**src/hw/framer_pkg.sv**
```systemverilog
`default_nettype none

package framer_pkg;

   localparam int SAMPLE_W = 32;

   typedef logic [SAMPLE_W-1:0] sample_t;
   typedef logic [15:0]         count_t;     // lengths, counts, symbol number
   typedef logic [7:0]          set_addr_t;
   typedef logic [31:0]         set_data_t;  // low 16 bits stored

   // settings register map
   localparam set_addr_t ADDR_FRAME_LEN     = 8'd0;
   localparam set_addr_t ADDR_GAP_LEN       = 8'd1;
   localparam set_addr_t ADDR_OFFSET        = 8'd2;
   localparam set_addr_t ADDR_MAX_SYMBOLS   = 8'd3;
   localparam set_addr_t ADDR_SHORT_SYMBOLS = 8'd4;

   // one beat on the sample streams
   typedef struct packed {
      sample_t data;
      logic    last;
   } sample_beat_t;

   typedef struct packed {
      count_t frame_len;
      count_t gap_len;
      count_t offset;
      count_t max_symbols;
      count_t short_symbols;  // limit override for the running burst
   } framer_cfg_t;

   typedef enum logic [1:0] {
      WAIT_TRIG = 2'd0,
      OFFSET    = 2'd1,
      FRAME     = 2'd2,
      GAP       = 2'd3
   } framer_state_t;

endpackage

`default_nettype wire

```
**src/hw/burst_framer.sv**
```systemverilog
`timescale 1ns/1ps
`default_nettype none

module burst_framer (
   input  logic                     clk,
   input  logic                     arst_n,
   input  logic                     clear,
   input  logic                     set_stb,
   input  framer_pkg::set_addr_t    set_addr,
   input  framer_pkg::set_data_t    set_data,
   input  framer_pkg::sample_beat_t in_beat,
   input  logic                     in_valid,
   output logic                     in_ready,  // doubles as trigger ready
   input  logic                     trig,
   input  logic                     trig_valid,
   output framer_pkg::sample_beat_t out_beat,
   output logic                     out_valid,
   input  logic                     out_ready,
   output logic                     eob
);

   import framer_pkg::*;

   framer_cfg_t cfg;
   logic        short_written;

   framer_settings u_settings (
      .clk           (clk),
      .arst_n        (arst_n),
      .set_stb       (set_stb),
      .set_addr      (set_addr),
      .set_data      (set_data),
      .cfg           (cfg),
      .short_written (short_written)
   );

   burst_framer_core u_core (
      .clk           (clk),
      .arst_n        (arst_n),
      .clear         (clear),
      .cfg           (cfg),
      .short_written (short_written),
      .in_beat       (in_beat),
      .in_valid      (in_valid),
      .trig          (trig),
      .trig_valid    (trig_valid),
      .in_ready      (in_ready),
      .out_beat      (out_beat),
      .out_valid     (out_valid),
      .out_ready     (out_ready),
      .eob           (eob)
   );

endmodule

`default_nettype wire

```
**src/hw/burst_framer_core.sv**
```systemverilog
`timescale 1ns/1ps
`default_nettype none

module burst_framer_core (
   input  logic                     clk,
   input  logic                     arst_n,
   input  logic                     clear,
   input  framer_pkg::framer_cfg_t  cfg,
   input  logic                     short_written,
   input  framer_pkg::sample_beat_t in_beat,
   input  logic                     in_valid,
   input  logic                     trig,
   input  logic                     trig_valid,
   output logic                     in_ready,
   output framer_pkg::sample_beat_t out_beat,
   output logic                     out_valid,
   input  logic                     out_ready,
   output logic                     eob
);

   import framer_pkg::*;

   framer_state_t state;
   count_t        pos;        // 1-based position within current period
   count_t        pos_limit;
   count_t        sym_num;
   count_t        limit;
   logic          first_sym;
   logic          shorten;
   logic          pos_done;
   logic          both_valid;
   logic          consume;
   logic          out_last;

   assign both_valid = in_valid && trig_valid;

   // idle states drop beats regardless of the output side
   assign consume  = both_valid && ((state != FRAME) || out_ready);
   assign in_ready = consume;  // also trig_ready

   always_comb
   begin
      case (state)
         OFFSET:  pos_limit = cfg.offset;
         FRAME:   pos_limit = cfg.frame_len;
         GAP:     pos_limit = cfg.gap_len;
         default: pos_limit = '0;
      endcase
   end

   // a zero length still takes one beat
   assign pos_done = (pos >= pos_limit);

   assign limit = shorten ? cfg.short_symbols : cfg.max_symbols;

   // short count write only counts for the running burst
   always_ff @(posedge clk or negedge arst_n)
   begin
      if (!arst_n)
      begin
         shorten <= 1'b0;
      end
      else if (clear)
      begin
         shorten <= 1'b0;
      end
      else if (short_written)
      begin
         shorten <= 1'b1;
      end
      else if (state == WAIT_TRIG)
      begin
         shorten <= 1'b0;
      end
   end

   always_ff @(posedge clk or negedge arst_n)
   begin
      if (!arst_n)
      begin
         state     <= WAIT_TRIG;
         pos       <= '0;
         first_sym <= 1'b0;
         sym_num   <= '0;
      end
      else if (clear)
      begin
         state     <= WAIT_TRIG;
         pos       <= '0;
         first_sym <= 1'b0;
         sym_num   <= '0;
      end
      else if (consume)
      begin
         case (state)
            WAIT_TRIG:
            begin
               if (trig)
               begin
                  state <= OFFSET;
                  pos   <= count_t'(1);
               end
            end
            OFFSET:
            begin
               if (pos_done)
               begin
                  state     <= FRAME;
                  pos       <= count_t'(1);
                  first_sym <= 1'b1;
                  sym_num   <= count_t'(1);
               end
               else
               begin
                  pos <= pos + count_t'(1);
               end
            end
            FRAME:
            begin
               if (pos_done)
               begin
                  first_sym <= 1'b0;
                  pos       <= count_t'(1);
                  sym_num   <= sym_num + count_t'(1);
                  if (!first_sym)  // symbols 1 and 2 go back to back
                  begin
                     state <= (sym_num >= limit) ? WAIT_TRIG : GAP;
                  end
               end
               else
               begin
                  pos <= pos + count_t'(1);
               end
            end
            GAP:
            begin
               if (pos_done)
               begin
                  state <= FRAME;
                  pos   <= count_t'(1);
               end
               else
               begin
                  pos <= pos + count_t'(1);
               end
            end
            default:
            begin
               state <= WAIT_TRIG;
            end
         endcase
      end
   end

   assign out_valid = both_valid && (state == FRAME);
   assign out_last  = out_valid && pos_done;

   assign out_beat.data = in_beat.data;
   assign out_beat.last = out_last;

   // zero symbol number means no burst seen yet
   assign eob = (sym_num != '0) && (sym_num >= limit);

endmodule

`default_nettype wire

```
**src/hw/framer_settings.sv**
```systemverilog
`timescale 1ns/1ps
`default_nettype none

module framer_settings (
   input  logic                    clk,
   input  logic                    arst_n,
   input  logic                    set_stb,
   input  framer_pkg::set_addr_t   set_addr,
   input  framer_pkg::set_data_t   set_data,
   output framer_pkg::framer_cfg_t cfg,
   output logic                    short_written
);

   import framer_pkg::*;

   count_t wr_val;
   logic   short_hit;

   assign wr_val = count_t'(set_data[15:0]);  // upper half dropped

   assign short_hit = set_stb && (set_addr == ADDR_SHORT_SYMBOLS);

   // framing registers, one per address
   always_ff @(posedge clk or negedge arst_n)
   begin
      if (!arst_n)
      begin
         cfg <= '0;
      end
      else if (set_stb)
      begin
         case (set_addr)
            ADDR_FRAME_LEN:
            begin
               cfg.frame_len <= wr_val;
            end
            ADDR_GAP_LEN:
            begin
               cfg.gap_len <= wr_val;
            end
            ADDR_OFFSET:
            begin
               cfg.offset <= wr_val;
            end
            ADDR_MAX_SYMBOLS:
            begin
               cfg.max_symbols <= wr_val;
            end
            ADDR_SHORT_SYMBOLS:
            begin
               cfg.short_symbols <= wr_val;
            end
            default:
            begin
               // unknown address, nothing stored
            end
         endcase
      end
   end

   // one cycle pulse, lines up with the new short count
   always_ff @(posedge clk or negedge arst_n)
   begin
      if (!arst_n)
      begin
         short_written <= 1'b0;
      end
      else
      begin
         short_written <= short_hit;
      end
   end

endmodule

`default_nettype wire

```
**config.mk**
```make
export PLATFORM = sky130hd
export DESIGN_NAME = burst_framer
export DESIGN_NICKNAME = d
export VERILOG_FILES = /design/src/hw/framer_pkg.sv /design/src/hw/burst_framer.sv /design/src/hw/burst_framer_core.sv /design/src/hw/framer_settings.sv
export SDC_FILE = /design/constraint.sdc
export NUM_CORES = 1
export LEC_CHECK = 0
export ABC_AREA = 0
export BUFFER_PORTS_ARGS = -buffer_cell sky130_fd_sc_hd__buf_2
export CAP_MARGIN = 20
export CORE_ASPECT_RATIO = 0.9
export CORE_MARGIN = 1
export CORE_UTILIZATION = 61
export CTS_BUF_LIST = sky130_fd_sc_hd__clkbuf_16
export CTS_CLUSTER_SIZE = 12
export DETAILED_ROUTE_END_ITERATION = 10
export PLACE_DENSITY_LB_ADDON = 0.08
export SYNTH_ARGS = -nofsm -noshare
export SYNTH_HDL_FRONTEND = slang
export SYNTH_SLANG_ARGS = --single-unit
```
**constraint.sdc**
```tcl
create_clock -name clk -period 5.9 [get_ports clk]
set_clock_uncertainty 0.15 [all_clocks]
set_input_delay 0.885 -clock clk [delete_from_list [all_inputs] [get_ports clk]]
set_output_delay 0.885 -clock clk [all_outputs]
set_load 0.01 [all_outputs]
```
### Word level (Yosys, flattened, before mapping)

Index checks and enable logic that the tools add are counted.

* $add $sub $neg: 2
* order comparisons: 2
* equality and inequality tests: 13
* multiplexer cells: 28
* reduce and logical (&&, ||, !) cells: 23

Operators with widths (count)
* $mux W16: 9
* $pmux W16 S2: 2
* $pmux W16 S3: 1
* $add A16 B1 Y16 const B: 2
* $ge A16 B16 Y1: 2
* $eq A8 B2 Y1 const B: 2
* $reduce_bool A16 Y1: 1
* $mux W2: 7
* $reduce_and A2 Y1: 6
* $eq A8 B1 Y1 const B: 1
* $eq A8 B3 Y1 const B: 1
* $logic_not A8 Y1: 1
* $mux W1: 7
* $logic_and A1 B1 Y1: 6
* $ne A3 B2 Y1 const B: 2
* $ne A3 B3 Y1 const B: 2
* $pmux W2 S3: 1
* $reduce_bool A3 Y1: 2
* $reduce_and A5 Y1: 1
* $eq A2 B2 Y1 const B: 2
* $reduce_and A4 Y1: 1
* $ne A3 B1 Y1 const B: 1
* $reduce_or A3 Y1: 1
* $eq A2 B1 Y1 const B: 1
* 6 further kinds: 6

* bits in registers: 117
* output and inout port bits: 36
* logic and storage cells: 79

### Logic depth before layout (Yosys ltp)

* depth after elaboration: 8
* gate-level depth with buffers: 15

### Modules after synthesis

A second synthesis with hierarchy kept.

* cells, all modules: 592
* area, all modules: 6700.2 um^2

Modules (own cells, without submodules)
* burst_framer_core: times used 1, cells each 415, area an instance 3628.5 um^2, sequential area each 900.9 um^2
* framer_settings: times used 1, cells each 177, area an instance 3071.7 um^2, sequential area each 2026.9 um^2

### Worst setup path before layout

Ideal clock, no wire load.

* path type: register -> output
* start point: register u_core.state[0]
* end point: output out_beat[0] in the netlist's numbering
* data arrival time: 2.918 ns
* data required time: 4.865 ns
* setup slack: 1.947 ns
* stages on the path, launching flop included: 15
* path buffers: 6
* path through: dfrtp_1 buf_2 nor2_1 clkbuf_1 clkbuf_1 a21oi_1 ha_1 nand3_1 nor4_1 a21oi_1 and2_1 buf_2 buf_6 nor3_1 buf_4

* longest elaborated chain between the ends: 4
* elaborated cells between the ends (all ways): 7

Ends and longest elaborated chain
* start, declared: RTL line burst_framer_core.sv:23 `framer_state_t state;`
* start signal, assigned: RTL line burst_framer_core.sv:127 `state <= (sym_num >= limit) ? WAIT_TRIG : GAP;`
* $eq A2 B2 Y1 (tied with other cells): RTL line burst_framer_core.sv:43 `case (state)`
* $pmux W16 S3: RTL line burst_framer_core.sv:43
* $ge A16 B16 Y1: RTL line burst_framer_core.sv:52 `assign pos_done = (pos >= pos_limit);`
* $logic_and A1 B1 Y1 (*): RTL line burst_framer_core.sv:156 `assign out_last = out_valid && pos_done;`
* end, declared: RTL line burst_framer.sv:16 `output framer_pkg::sample_beat_t out_beat,`

Mark *: on every way between the ends. The rest lies on a longest branch, timed or not.

==> results.md <==
* Commonest cells post-synth: dfrtp_1 (117), nand2_1 (74), mux2_2 (55), nor2_1 (44), a21oi_1 (39)
* Number of nets at the end of the flow at 746
* Proportion of layout cells with a drive suffix above 1 at 0.227
* Die footprint at 0.0113 mm^2
* Postcts setup bufs at 0
* Most used flip-flop cell after synthesis: dfrtp_1
* Path category of the worst min-delay check: reg2reg
* Half-perimeter wire length after detailed placement at 10.3 mm
* Overall via count from detail_route at 4,909
* Final hold vios at 0
* Maximum number of pins on one net before global-route repair at 75
* Sw Pwr at 494 uW
* Worst reg2reg startpoint: u_core.state[1]
* Total overflow reported by the global router at 0
* Classification of the worst setup path: reg2out
* Number of setup violations in the final report at 0
* Share of async-settable or async-resettable flops after synthesis at 1.00
* TNS Setup at 0 ps
* Number of standard cells after synthesis at 631
* Internal power consumption at 1.55 mW
* Inserted Diodes at 0
* Synth-to-Final Area Change at 8.76%
* Initial core utilization at 0.638
* Proportion of total power due to net switching at 0.242
* Crit path capture: out_beat[0]
* Setup repair after global routing missed its margin: false
* Placer Congestion at 0.816
* Initial DRC Count at 317
* Fillers at 756
* Nature of the critical path startpoint: register
* Synthesized Nets at 747
* Share of total power in combinational logic at 0.067
* Worst slack at placement at 1520 ps
* Worst reg2reg path depth at 13
* Reg area at 0.00293 mm^2
* Clock tree root driver cell: clkbuf_16
* Final slew viol count at 0
* Status: finished, violations left
* IO Port Bufs at 35
* Share of the yosys chip area belonging to registers at 0.442
* Power per Cell Area at 283 mW/mm^2
* Maximum ir drop on the vdd rail at 0.210 mV
* Standard cell core area at 0.0104 mm^2
* Chip Height at 101 um
* Final Routed Wirelength at 15.4 mm
* Leading post-synthesis cells by cell area: dfrtp_1 (44%), mux2_2 (9.3%), ha_1 (6.6%)
* I/O pin count at 117
* Period utilization at 0.828
* Avg Vias per Cell at 6.36
* Wire length of the first global-routing pass at 25.2 mm
* Highest fanout seen on the critical path at 23
* Sequential share of power at 0.415
* Antenna viol nets, final at 0
* Maximum buffer depth of the clock tree at 2
* Quantity of gates resized following cts at 0
* Worst slew pin tran at 988 ps
* EDFF count, synth at 0
* Synth top area share at 0.442
* DRC violations left at 12
* Setup slack of the worst register-to-register path at 1980 ps
* Post-CTS clock slew at the launch and capture registers of the worst setup and hold paths at 60 ps
* Reg-to-reg critical path endpoint: u_core.sym_num[0]
* Yosys Warn Count at 0
* Antenna violations before repair at 0
* Die width at 112 um
* Synthesized area divided by synthesized cell count at 10.5 um^2
* CP startpoint: u_core.state[1]
* Critical path capture point type: output pin
* Most common cell in the netlist: dfrtp_1
* H-tree lvl count at 4
* F_max at 0.205 GHz
* Data arrival time of the worst path at 3850 ps
* Worst Slack Setup Final at 1020 ps
* #FFs+latches synth at 117
* Hold bufs inserted after CTS at 0
* Standby leakage power at 3.37 nW
* TritonCTS sink count at 117
* Power share of the clock group at 0.518
* Clock buffer count from CTS at 17
* Max_cap viols at 0
* Area taken by multi-input logic gates at 0.00326 mm^2
* Synthesized cell area at 0.00663 mm^2
* Relative max-transition margin at 0.340
* Data required time at the worst endpoint at 4870 ps
* Failing checks: design-rule violations
* Latest clock arrival within the worst-skew pair at 420 ps
* Number of global-route vias before repair at 4,945
* Post-route minimum period at 4880 ps
* Cell type with the largest total area after synthesis: dfrtp_1
* Number of different library cells in the post-synthesis netlist at 57
* Pre-antenna DRT Iters at 11
* CTS tree: yes
* Routed wirelength normalized by instance count at 20.0 um
* Num rows at 35
* Overall routing resource usage at 0.294
==> routing by layer <==
| layer | GRT usage | part of all wire | up-vias | routed length, um |
|---|---|---|---|---|
| met4 | 0.106 | 0.015 | 0 | 239 |
| li1 | - | - | 2250 | - |
| met3 | 0.0752 | 0.059 | 34 | 913 |
| met5 | 0 | 0 | - | 0 |
| met1 | 0.396 | 0.45 | 2437 | 7000 |
| met2 | 0.465 | 0.47 | 188 | 7290 |
==> final cells by class <==
cell class                 count  share of cell area
multi-input combinational    444               0.452
clock inverter                15              0.0247
inverter                      11             0.00590
timing repair buffer          39              0.0299
clock buffer                  17              0.0590
tap                          129              0.0224
sequential                   117               0.406
==> sequential cells by signal, indices dropped and copies added, names as in the netlist <==
signal,flops
u_settings.cfg,80
u_core.state,2
u_settings.short_written,1
u_core.sym_num,16
u_core.first_sym,1
u_core.pos,16
u_core.shorten,1
==> power groups by stage <==
stage / Clock, mW / Combinational (mW) / Sequential, mW
after floorplan: 0 / 0.104 / 0.855
after global placement: 0 / 0.129 / 0.859
after detailed placement: 0 / 0.135 / 0.861
after CTS: 1.07 / 0.136 / 0.847
after global routing: 1.11 / 0.150 / 0.850
final: 1.06 / 0.136 / 0.847
==> cells in the final DEF (no fill, tap or decap), drive strengths merged, types with 16 or more instances in the layout <==
| cell | synthesis | final |
|---|---|---|
| a21oi | 42 | 42 |
| buf | 51 | 39 |
| clkbuf | 8 | 17 |
| dfrtp | 117 | 117 |
| ha | 35 | 35 |
| mux2 | 65 | 65 |
| mux2i | 33 | 33 |
| nand2 | 74 | 74 |
| nand3 | 20 | 20 |
| nor2 | 45 | 45 |
| o21ai | 16 | 16 |
==> metrics by stage <==
step	hold slack (ps)	cells	instance area [um^2]	power (mW)	utilization
after floorplan	290	631	6630	0.959	-
after CTS	327	771	7190	2.05	0.693
after global routing	342	772	7210	2.11	0.694
after detailed placement	312	739	6590	0.996	0.635
after global placement	304	739	6590	0.988	0.635
final	322	772	7210	2.04	0.694
==> cell families after synthesis <==
kind of cell,count (synthesis),synth area share
adder cells (fa/ha/maj),35,0.0661
buffers and inverters,70,0.0667
flip-flops,117,0.442
AND/OR/NAND/NOR,193,0.140
multiplexers,98,0.166
XOR/XNOR,9,0.0119
AO/OA/AOI/OAI,109,0.108
==> worst max-delay path, stage by stage (launching register included) <==
cell and delay [ps]:
dfrtp_1 370, buf_4 370, inv_1 110, nor2_1 140
buf_4 320, nand2_1 90, o21ai_0 130, ha_1 300
nor3b_1 200, o21ai_0 110, a21oi_1 390, and2_1 620
nor3_1 90, buf_2 170
==> worst min-delay path by stage <==
stage                       start                 end  slack, ps  depth (start not counted)
2_1_floorplan   u_settings.cfg[0]   u_settings.cfg[0]        290                          2
3_3_place_gp    u_settings.cfg[0]   u_settings.cfg[0]        300                          2
3_5_place_dp    u_settings.cfg[5]   u_settings.cfg[5]        310                          2
4_1_cts        u_settings.cfg[14]  u_settings.cfg[14]        330                          2
5_1_grt         u_settings.cfg[7]   u_settings.cfg[7]        340                          2
6_report        u_settings.cfg[5]   u_settings.cfg[5]        320                          2
No activity file was read; power rests on OpenSTA's default activity.
